<file path="src/verilog/cpuTypesPkg.sv">
// shared types and encodings for the pipelined datapath
// stages and testbench refer to these by scoped name
`default_nettype none

package cpuTypesPkg;

  typedef logic [31:0] wordT;   // data or instruction word
  typedef logic [4:0]  regIdxT; // register index

  // primary opcode in instr[31:26]
  typedef enum logic [5:0] {
    RTYPE = 6'h00,
    ADDIU = 6'h09,
    ORI   = 6'h0D,
    LUI   = 6'h0F,
    LW    = 6'h23,
    SW    = 6'h2B,
    HALT  = 6'h3F
  } opcodeT;

  // r-type function field in instr[5:0]
  typedef enum logic [5:0] {
    SLL  = 6'h00,
    ADDU = 6'h21,
    SUBU = 6'h23,
    AND  = 6'h24,
    OR   = 6'h25,
    SLT  = 6'h2A
  } functT;

  typedef enum logic [2:0] {
    ALU_ADD,
    ALU_SUB,
    ALU_AND,
    ALU_OR,
    ALU_SLT, // signed compare
    ALU_SLL,
    ALU_LUI  // immediate into upper half
  } aluOpT;

  localparam wordT HALT_WORD = 32'hFFFF_FFFF;

endpackage

`default_nettype wire

</file>
<file path="src/verilog/registerFile.sv">
// 32 x 32 register file where r0 always reads zero
// writes show through on the read ports in the same cycle
`timescale 1ns/10ps
`default_nettype none

module registerFile (
  input  logic                CLK,
  input  logic                nRST,
  input  cpuTypesPkg::regIdxT rsel1,
  input  cpuTypesPkg::regIdxT rsel2,
  input  cpuTypesPkg::regIdxT wsel,
  input  logic                WEN,
  input  cpuTypesPkg::wordT   wdat,
  output cpuTypesPkg::wordT   rdat1,
  output cpuTypesPkg::wordT   rdat2
);

  cpuTypesPkg::wordT regs [32];
  logic              doWrite;

  assign doWrite = WEN && (wsel != 5'd0); // r0 never written

  always_ff @(posedge CLK or negedge nRST) begin
    if (!nRST) begin
      for (int i = 0; i < 32; i++) begin
        regs[i] <= '0;
      end
    end else if (doWrite) begin
      regs[wsel] <= wdat;
    end
  end

  // bypass from writeback so a producer three slots ahead is seen
  assign rdat1 = (doWrite && wsel == rsel1) ? wdat : regs[rsel1];
  assign rdat2 = (doWrite && wsel == rsel2) ? wdat : regs[rsel2];

endmodule

`default_nettype wire

</file>
<file path="src/verilog/decodeStage.sv">
// decode stage with the IF/ID register, control decode, register read and immediate
// unknown encodings come out as nops with all control low
`timescale 1ns/10ps
`default_nettype none

module decodeStage (
  input  logic                CLK,
  input  logic                nRST,
  input  logic                advance,
  input  cpuTypesPkg::wordT   imemload,
  input  logic                regWrite,
  input  cpuTypesPkg::regIdxT wsel,
  input  cpuTypesPkg::wordT   wdat,
  output cpuTypesPkg::aluOpT  aluOp,
  output logic                aluSrc,
  output logic                shiftSel,
  output logic                idRegWrite,
  output logic                idMemRead,
  output logic                idMemWrite,
  output logic                idHalt,
  output cpuTypesPkg::wordT   rdat1,
  output cpuTypesPkg::wordT   rdat2,
  output cpuTypesPkg::wordT   extImm,
  output logic [4:0]          shamt,
  output cpuTypesPkg::regIdxT destReg
);

  cpuTypesPkg::wordT   instr;
  cpuTypesPkg::opcodeT opcode;
  cpuTypesPkg::functT  funct;
  logic                zeroExt;
  logic                regDst;

  // IF/ID resets to the all-zero word that acts as sll r0
  always_ff @(posedge CLK or negedge nRST) begin
    if (!nRST) begin
      instr <= '0;
    end else if (advance) begin
      instr <= imemload;
    end
  end

  assign opcode  = cpuTypesPkg::opcodeT'(instr[31:26]);
  assign funct   = cpuTypesPkg::functT'(instr[5:0]);
  assign shamt   = instr[10:6];
  assign extImm  = zeroExt ? {16'h0, instr[15:0]} : {{16{instr[15]}}, instr[15:0]};
  assign destReg = regDst ? instr[15:11] : instr[20:16]; // rd or rt

  always_comb begin
    aluOp      = cpuTypesPkg::ALU_ADD;
    aluSrc     = 1'b0;
    shiftSel   = 1'b0;
    zeroExt    = 1'b0;
    regDst     = 1'b0;
    idRegWrite = 1'b0;
    idMemRead  = 1'b0;
    idMemWrite = 1'b0;
    idHalt     = 1'b0;
    case (opcode)
      cpuTypesPkg::RTYPE: begin
        regDst     = 1'b1;
        idRegWrite = 1'b1;
        case (funct)
          cpuTypesPkg::SLL: begin
            aluOp    = cpuTypesPkg::ALU_SLL;
            shiftSel = 1'b1; // shift amount from shamt
          end
          cpuTypesPkg::ADDU: aluOp = cpuTypesPkg::ALU_ADD;
          cpuTypesPkg::SUBU: aluOp = cpuTypesPkg::ALU_SUB;
          cpuTypesPkg::AND:  aluOp = cpuTypesPkg::ALU_AND;
          cpuTypesPkg::OR:   aluOp = cpuTypesPkg::ALU_OR;
          cpuTypesPkg::SLT:  aluOp = cpuTypesPkg::ALU_SLT;
          default:           idRegWrite = 1'b0;
        endcase
      end
      cpuTypesPkg::ADDIU: begin
        aluSrc     = 1'b1;
        idRegWrite = 1'b1;
      end
      cpuTypesPkg::ORI: begin
        aluOp      = cpuTypesPkg::ALU_OR;
        aluSrc     = 1'b1;
        zeroExt    = 1'b1;
        idRegWrite = 1'b1;
      end
      cpuTypesPkg::LUI: begin
        aluOp      = cpuTypesPkg::ALU_LUI;
        aluSrc     = 1'b1;
        zeroExt    = 1'b1;
        idRegWrite = 1'b1;
      end
      cpuTypesPkg::LW: begin
        aluSrc     = 1'b1; // base + offset
        idRegWrite = 1'b1;
        idMemRead  = 1'b1;
      end
      cpuTypesPkg::SW: begin
        aluSrc     = 1'b1;
        idMemWrite = 1'b1;
      end
      cpuTypesPkg::HALT: idHalt = (instr == cpuTypesPkg::HALT_WORD);
      default: ;
    endcase
  end

  registerFile regFile_i (
    .CLK   (CLK),
    .nRST  (nRST),
    .rsel1 (instr[25:21]),
    .rsel2 (instr[20:16]),
    .wsel  (wsel),
    .WEN   (regWrite),
    .wdat  (wdat),
    .rdat1 (rdat1),
    .rdat2 (rdat2)
  );

endmodule

`default_nettype wire

</file>
<file path="src/verilog/executeStage.sv">
// execute stage holding the ID/EX register, operand B select and the ALU
// results and store data go on to the result stage
`timescale 1ns/10ps
`default_nettype none

module executeStage (
  input  logic                CLK,
  input  logic                nRST,
  input  logic                advance,
  input  cpuTypesPkg::aluOpT  aluOp,
  input  logic                aluSrc,
  input  logic                shiftSel,
  input  logic                idRegWrite,
  input  logic                idMemRead,
  input  logic                idMemWrite,
  input  logic                idHalt,
  input  cpuTypesPkg::wordT   rdat1,
  input  cpuTypesPkg::wordT   rdat2,
  input  cpuTypesPkg::wordT   extImm,
  input  logic [4:0]          shamt,
  input  cpuTypesPkg::regIdxT destReg,
  output logic                exRegWrite,
  output logic                exMemRead,
  output logic                exMemWrite,
  output logic                exHalt,
  output cpuTypesPkg::regIdxT exDest,
  output cpuTypesPkg::wordT   aluOut,
  output cpuTypesPkg::wordT   storeData
);

  cpuTypesPkg::aluOpT op;
  logic               useImm;
  logic               useShamt;
  cpuTypesPkg::wordT  opA;
  cpuTypesPkg::wordT  imm;
  logic [4:0]         shiftAmt;
  cpuTypesPkg::wordT  opB;

  // ID/EX control
  always_ff @(posedge CLK or negedge nRST) begin
    if (!nRST) begin
      exRegWrite <= 1'b0;
      exMemRead  <= 1'b0;
      exMemWrite <= 1'b0;
      exHalt     <= 1'b0;
    end else if (advance) begin
      exRegWrite <= idRegWrite;
      exMemRead  <= idMemRead;
      exMemWrite <= idMemWrite;
      exHalt     <= idHalt;
    end
  end

  // ID/EX operands
  always_ff @(posedge CLK) begin
    if (advance) begin
      op        <= aluOp;
      useImm    <= aluSrc;
      useShamt  <= shiftSel;
      opA       <= rdat1;
      storeData <= rdat2; // rt value that is also the sll source
      imm       <= extImm;
      shiftAmt  <= shamt;
      exDest    <= destReg;
    end
  end

  assign opB = useShamt ? 32'(shiftAmt) : (useImm ? imm : storeData);

  always_comb begin
    case (op)
      cpuTypesPkg::ALU_ADD: aluOut = opA + opB;
      cpuTypesPkg::ALU_SUB: aluOut = opA - opB;
      cpuTypesPkg::ALU_AND: aluOut = opA & opB;
      cpuTypesPkg::ALU_OR:  aluOut = opA | opB;
      cpuTypesPkg::ALU_SLT: aluOut = {31'h0, $signed(opA) < $signed(opB)};
      cpuTypesPkg::ALU_SLL: aluOut = storeData << opB[4:0];
      cpuTypesPkg::ALU_LUI: aluOut = {opB[15:0], 16'h0};
      default:              aluOut = '0;
    endcase
  end

endmodule

`default_nettype wire

</file>
<file path="src/verilog/resultStage.sv">
// memory and writeback where EX/MEM drives the data port and MEM/WB the register write
// also keeps the sticky halt flag
`timescale 1ns/10ps
`default_nettype none

module resultStage (
  input  logic                CLK,
  input  logic                nRST,
  input  logic                advance,
  input  logic                exRegWrite,
  input  logic                exMemRead,
  input  logic                exMemWrite,
  input  logic                exHalt,
  input  cpuTypesPkg::regIdxT exDest,
  input  cpuTypesPkg::wordT   aluOut,
  input  cpuTypesPkg::wordT   storeData,
  input  cpuTypesPkg::wordT   dmemload,
  output logic                dmemREN,
  output logic                dmemWEN,
  output cpuTypesPkg::wordT   dmemaddr,
  output cpuTypesPkg::wordT   dmemstore,
  output logic                regWrite,
  output cpuTypesPkg::regIdxT wsel,
  output cpuTypesPkg::wordT   wdat,
  output logic                halt
);

  logic                memRegWrite;
  logic                memHalt;
  cpuTypesPkg::regIdxT memDest;

  // EX/MEM and MEM/WB control with halt set as the marker enters MEM/WB
  always_ff @(posedge CLK or negedge nRST) begin
    if (!nRST) begin
      dmemREN     <= 1'b0;
      dmemWEN     <= 1'b0;
      memRegWrite <= 1'b0;
      memHalt     <= 1'b0;
      regWrite    <= 1'b0;
      halt        <= 1'b0;
    end else if (advance) begin
      dmemREN     <= exMemRead;
      dmemWEN     <= exMemWrite;
      memRegWrite <= exRegWrite;
      memHalt     <= exHalt;
      regWrite    <= memRegWrite;
      halt        <= halt | memHalt; // stays up until reset
    end
  end

  always_ff @(posedge CLK) begin
    if (advance) begin
      dmemaddr  <= aluOut;
      dmemstore <= storeData;
      memDest   <= exDest;
      wsel      <= memDest;
      wdat      <= dmemREN ? dmemload : dmemaddr; // load data or alu result
    end
  end

endmodule

`default_nettype wire

</file>
<file path="src/verilog/datapath.sv">
// top of the five-stage pipeline with the pc, global advance and stage wiring
// advance freezes everything while ihit is low or a data access waits for dhit
`timescale 1ns/10ps
`default_nettype none

module datapath #(
  parameter cpuTypesPkg::wordT PC_INIT = 32'h0
) (
  input  logic              CLK,
  input  logic              nRST,
  input  cpuTypesPkg::wordT imemload,
  input  logic              ihit,
  input  cpuTypesPkg::wordT dmemload,
  input  logic              dhit,
  output logic              imemREN,
  output cpuTypesPkg::wordT imemaddr,
  output logic              dmemREN,
  output logic              dmemWEN,
  output cpuTypesPkg::wordT dmemaddr,
  output cpuTypesPkg::wordT dmemstore,
  output logic              halt
);

  cpuTypesPkg::wordT   pc;
  logic                advance;

  cpuTypesPkg::aluOpT  aluOp;
  logic                aluSrc, shiftSel;
  logic                idRegWrite, idMemRead, idMemWrite, idHalt;
  cpuTypesPkg::wordT   rdat1, rdat2, extImm;
  logic [4:0]          shamt;
  cpuTypesPkg::regIdxT destReg;

  logic                exRegWrite, exMemRead, exMemWrite, exHalt;
  cpuTypesPkg::regIdxT exDest;
  cpuTypesPkg::wordT   aluOut, storeData;

  logic                regWrite;
  cpuTypesPkg::regIdxT wsel;
  cpuTypesPkg::wordT   wdat;

  // hold while fetch misses or a data access is still outstanding
  assign advance  = ihit & ~((dmemREN | dmemWEN) & ~dhit);
  assign imemREN  = ~halt;
  assign imemaddr = pc;

  always_ff @(posedge CLK or negedge nRST) begin
    if (!nRST) begin
      pc <= PC_INIT;
    end else if (advance && !halt) begin
      pc <= pc + 32'd4; // always sequential as there are no branches
    end
  end

  decodeStage decode_i (
    .CLK(CLK), .nRST(nRST), .advance(advance), .imemload(imemload),
    .regWrite(regWrite), .wsel(wsel), .wdat(wdat),
    .aluOp(aluOp), .aluSrc(aluSrc), .shiftSel(shiftSel),
    .idRegWrite(idRegWrite), .idMemRead(idMemRead), .idMemWrite(idMemWrite),
    .idHalt(idHalt), .rdat1(rdat1), .rdat2(rdat2), .extImm(extImm),
    .shamt(shamt), .destReg(destReg)
  );

  executeStage execute_i (
    .CLK(CLK), .nRST(nRST), .advance(advance),
    .aluOp(aluOp), .aluSrc(aluSrc), .shiftSel(shiftSel),
    .idRegWrite(idRegWrite), .idMemRead(idMemRead), .idMemWrite(idMemWrite),
    .idHalt(idHalt), .rdat1(rdat1), .rdat2(rdat2), .extImm(extImm),
    .shamt(shamt), .destReg(destReg),
    .exRegWrite(exRegWrite), .exMemRead(exMemRead), .exMemWrite(exMemWrite),
    .exHalt(exHalt), .exDest(exDest), .aluOut(aluOut), .storeData(storeData)
  );

  resultStage result_i (
    .CLK(CLK), .nRST(nRST), .advance(advance),
    .exRegWrite(exRegWrite), .exMemRead(exMemRead), .exMemWrite(exMemWrite),
    .exHalt(exHalt), .exDest(exDest), .aluOut(aluOut), .storeData(storeData),
    .dmemload(dmemload), .dmemREN(dmemREN), .dmemWEN(dmemWEN),
    .dmemaddr(dmemaddr), .dmemstore(dmemstore),
    .regWrite(regWrite), .wsel(wsel), .wdat(wdat), .halt(halt)
  );

endmodule

`default_nettype wire

</file>
<file path="config.mk">
export PLATFORM = sky130hd
export DESIGN_NAME = datapath
export DESIGN_NICKNAME = d
export VERILOG_FILES = /design/src/verilog/cpuTypesPkg.sv /design/src/verilog/registerFile.sv /design/src/verilog/decodeStage.sv /design/src/verilog/executeStage.sv /design/src/verilog/resultStage.sv /design/src/verilog/datapath.sv
export SDC_FILE = /design/constraint.sdc
export NUM_CORES = 2
export LEC_CHECK = 0
export BUFFER_PORTS_ARGS = -buffer_cell sky130_fd_sc_hd__buf_2
export CORE_ASPECT_RATIO = 0.6
export CORE_MARGIN = 2
export CORE_UTILIZATION = 54
export CTS_CLUSTER_SIZE = 8
export DETAILED_ROUTE_END_ITERATION = 10
export PLACE_DENSITY = 0.7
export SKIP_CTS_REPAIR_TIMING = 1
export SLEW_MARGIN = 0
export SYNTH_ARGS = -nofsm -noshare
export SYNTH_HDL_FRONTEND = slang
export SYNTH_SLANG_ARGS = --single-unit
</file>
<file path="constraint.sdc">
create_clock -name CLK -period 19.9 [get_ports CLK]
set_input_delay 0.995 -clock CLK [delete_from_list [all_inputs] [get_ports CLK]]
set_output_delay 0.995 -clock CLK [all_outputs]
set_load 0.02 [all_outputs]
</file>
==> metrics.cfg <==
[worst_hold_path]
hp-class=in2async

[pwr]
switchingPower_mw=2.24
comb_power_share_pct=18.1
leakagePower_nw=34.9
clockPowerShare_pct=38.1
vdd_drop_max_uv=82.1
p_per_area_nw_per_um2=95.7
switching_share_pct=29.7
p_int_mw=5.30
power_mw=7.55
p_seq_share_pct=43.8

[global_route]
grt_max_degree=165
first_global_vias=46800
grt_first_pass_wirelength_um=339000
antenna_found_initial=10
grt-ovfl-total=0
grt_util_all_layers_pct=34.7

[yosys]
async_reset_ff_share_pct=84.8
synth-edff-count=197
synth_seq_area_share_pct=46.6
synth_flop_cell=dfrtp_1
ys_ff_latch=1293
synth_cells=5039
synth_cell_type_count=93
syn_area_per_cell_um2=14.2
yosys_warnings=0
mappedNetlistArea_um2=71500

[drt]
ant_nets=0
totalWireLength_um=232000
drt_iter0_markers=6490
post_drt_via_cell_ratio=7.01
post_drt_wl_per_cell_um=34.1
drc=0
vias=47700
drtPass1Iterations=6

[floorplanning]
core_area_um2=131000
start_util_pct=54.4
fp.dieH_um=286
die_w_um=474
rows=103
die_area_um2=135000
num_io_pins=168

[timing]
worst_slew_margin_rel_pct=13.0
tightestPinTransition_ns=1.30
finalCritPeriodShare_pct=29.5
setup_tns_ns=0
rsz0062_at_grt=false
hold_viol_final=0
period_minus_slack_ns=5.87
setup_viol=0
hold_slack_ns=0.237
clock.fmax_mhz=170
skew_ns=0.0634
slew_violations=0

[setup_path]
setup.worst_path.class=reg2reg
cp.arrival_ns=6.40
start_kind=register
critPathMaxFanout=40
cp-end-kind=register
cp-startpoint=execute_i.useImm
required_ns=20.42
r2r_setup_slack_ns=14.03
rr_startpoint=execute_i.useImm

[clock_tree]
numClockSinks=1293
cts_buffers=180
cts_tree=built
clkLatencyLatePin_ns=0.83
clock_tree.buffer_depth=3
clockRootBuffer=clkbuf_16
path_clk_slew_ns=0.06
htreeDepth=4

[status]
outcome=completed

[cells_and_area]
drive_gt1_share_pct=44.0
area_growth_pct=10.3
utilization_pct=60.0
nets=5160

[placement]
numPortBuffers=165
post-dp-hpwl_um=142000
gp_congestion=1.02

[run]
cap_viol_max_count=0

[synthesized netlist by cell type (all sizes together), types with 22 or more instances]
master | n | share of area [%]
a21o | 28 | 0.29
a21oi | 89 | 0.63
buf | 147 | 0.89
clkbuf | 346 | 1.8
dfrtp | 1096 | 38
edfxtp | 197 | 8.3
ha | 97 | 1.7
inv | 112 | 0.59
mux2 | 1038 | 16
mux2i | 162 | 2.3
mux4 | 647 | 20
nand2 | 322 | 1.7
nand2b | 25 | 0.22
nand3 | 54 | 0.38
nor2 | 121 | 0.64
nor3 | 22 | 0.15
o211ai | 24 | 0.25
o21ai | 137 | 0.99
o22ai | 29 | 0.25
xnor2 | 32 | 0.39
[layout by cell type, fill, tap and decap left out, drive strengths merged, types with 32 or more instances in the layout]
cell type | netlist | final
nand3 | 54 | 54
o21ai | 137 | 137
ha | 97 | 97
buf | 147 | 264
nand2 | 322 | 322
xnor2 | 32 | 32
nor2 | 121 | 121
mux4 | 647 | 647
a21oi | 89 | 89
clkbuf | 346 | 245
dfrtp | 1096 | 1096
edfxtp | 197 | 197
mux2 | 1038 | 1038
inv | 112 | 116
mux2i | 162 | 162
[metrics by stage]
| stage | cell area [um^2] | worst slack [ns] | instances |
|---|---|---|---|
| after floorplan | 71500 | 12.44 | 5040 |
| final | 78900 | 14.03 | 6809 |
| after detailed placement | 73700 | 13.79 | 6543 |
| after global routing | 78900 | 13.93 | 6805 |
| after CTS | 78900 | 14.29 | 6805 |
| after global placement | 73700 | 13.84 | 6543 |
[layout make-up]
| cell class | instances | area, um^2 |
|---|---|---|
| Fill cell | 9941 | 52600 |
| Multi-Input combinational cell | 3141 | 36000 |
| Sequential cell | 1293 | 33400 |
| Clock buffer | 245 | 4760 |
| Tap cell | 1732 | 2170 |
| Timing Repair Buffer | 264 | 1640 |
| Inverter | 113 | 437 |
| Clock inverter | 17 | 433 |
| Antenna cell | 4 | 10.0 |
[path summary, 6_finish.rpt]
kind	endpoint	cells after the start
hold / removal	imemaddr[11]	1
min in group CLK	decode_i.instr[28]	3
setup / recovery	result_i.dmemaddr[23]	14
max in group asynchronous	decode_i.regFile_i.regs[243]	6
hold reg to reg	decode_i.regFile_i.regs[1017]	0
setup reg to reg	result_i.dmemaddr[23]	14
[layer usage]
layer,track usage [%],wire (um),vias up
met2,46.7,96100,2746
met1,53.5,101000,25400
met4,11.1,7460,6
met3,10.7,27300,427
li1,-,-,19200
met5,0,41,-
[flip-flops by register name, summed over array words and instances, names as in the netlist, 3 cells and up]
name	cells
decode_i.regFile_i.regs	1024
result_i.wdat	32
result_i.memDest	5
result_i.dmemaddr	32
execute_i.shiftAmt	4
decode_i.instr	32
execute_i.exDest	5
imemaddr	30
execute_i.op	3
execute_i.imm	13
result_i.dmemstore	32
execute_i.storeData	32
result_i.wsel	5
execute_i.opA	32
[kinds of logic after synthesis]
family,Yosys count,share of synthesized area [%]
compound gates,480,4.50
flops,1293,46.6
fa+ha+maj,99,1.75
simple gates,667,4.25
xor+xnor,46,0.563
mux,1847,39.0
buf+inv,606,3.31
other cells,1,0.00524
[power by group through the flow]
stage / sequential [mW] / combinational (mW) / clock (mW)
finish: 3.31 / 1.36 / 2.88
global route: 3.34 / 1.44 / 3.03
CTS: 3.30 / 1.34 / 2.91
detailed placement: 3.34 / 1.34 / 0
global placement: 3.32 / 1.32 / 0
floorplan: 3.17 / 0.999 / 0
[worst max-delay path, stage by stage (launching register included)]
cell and delay (ns):
edfxtp_1 0.32, buf_4 0.43, mux2_4 0.38, o21ai_4 0.56, inv_2 0.53, ha_1 0.44
a211oi_1 0.29, o2111ai_1 0.21, nand3_1 0.15, o41ai_2 0.07, buf_4 0.18, a221oi_1 1.06
o21bai_1 0.33, a221o_1 0.42, a21o_1 0.18
Note: power is estimated with default switching activity, not from simulation.
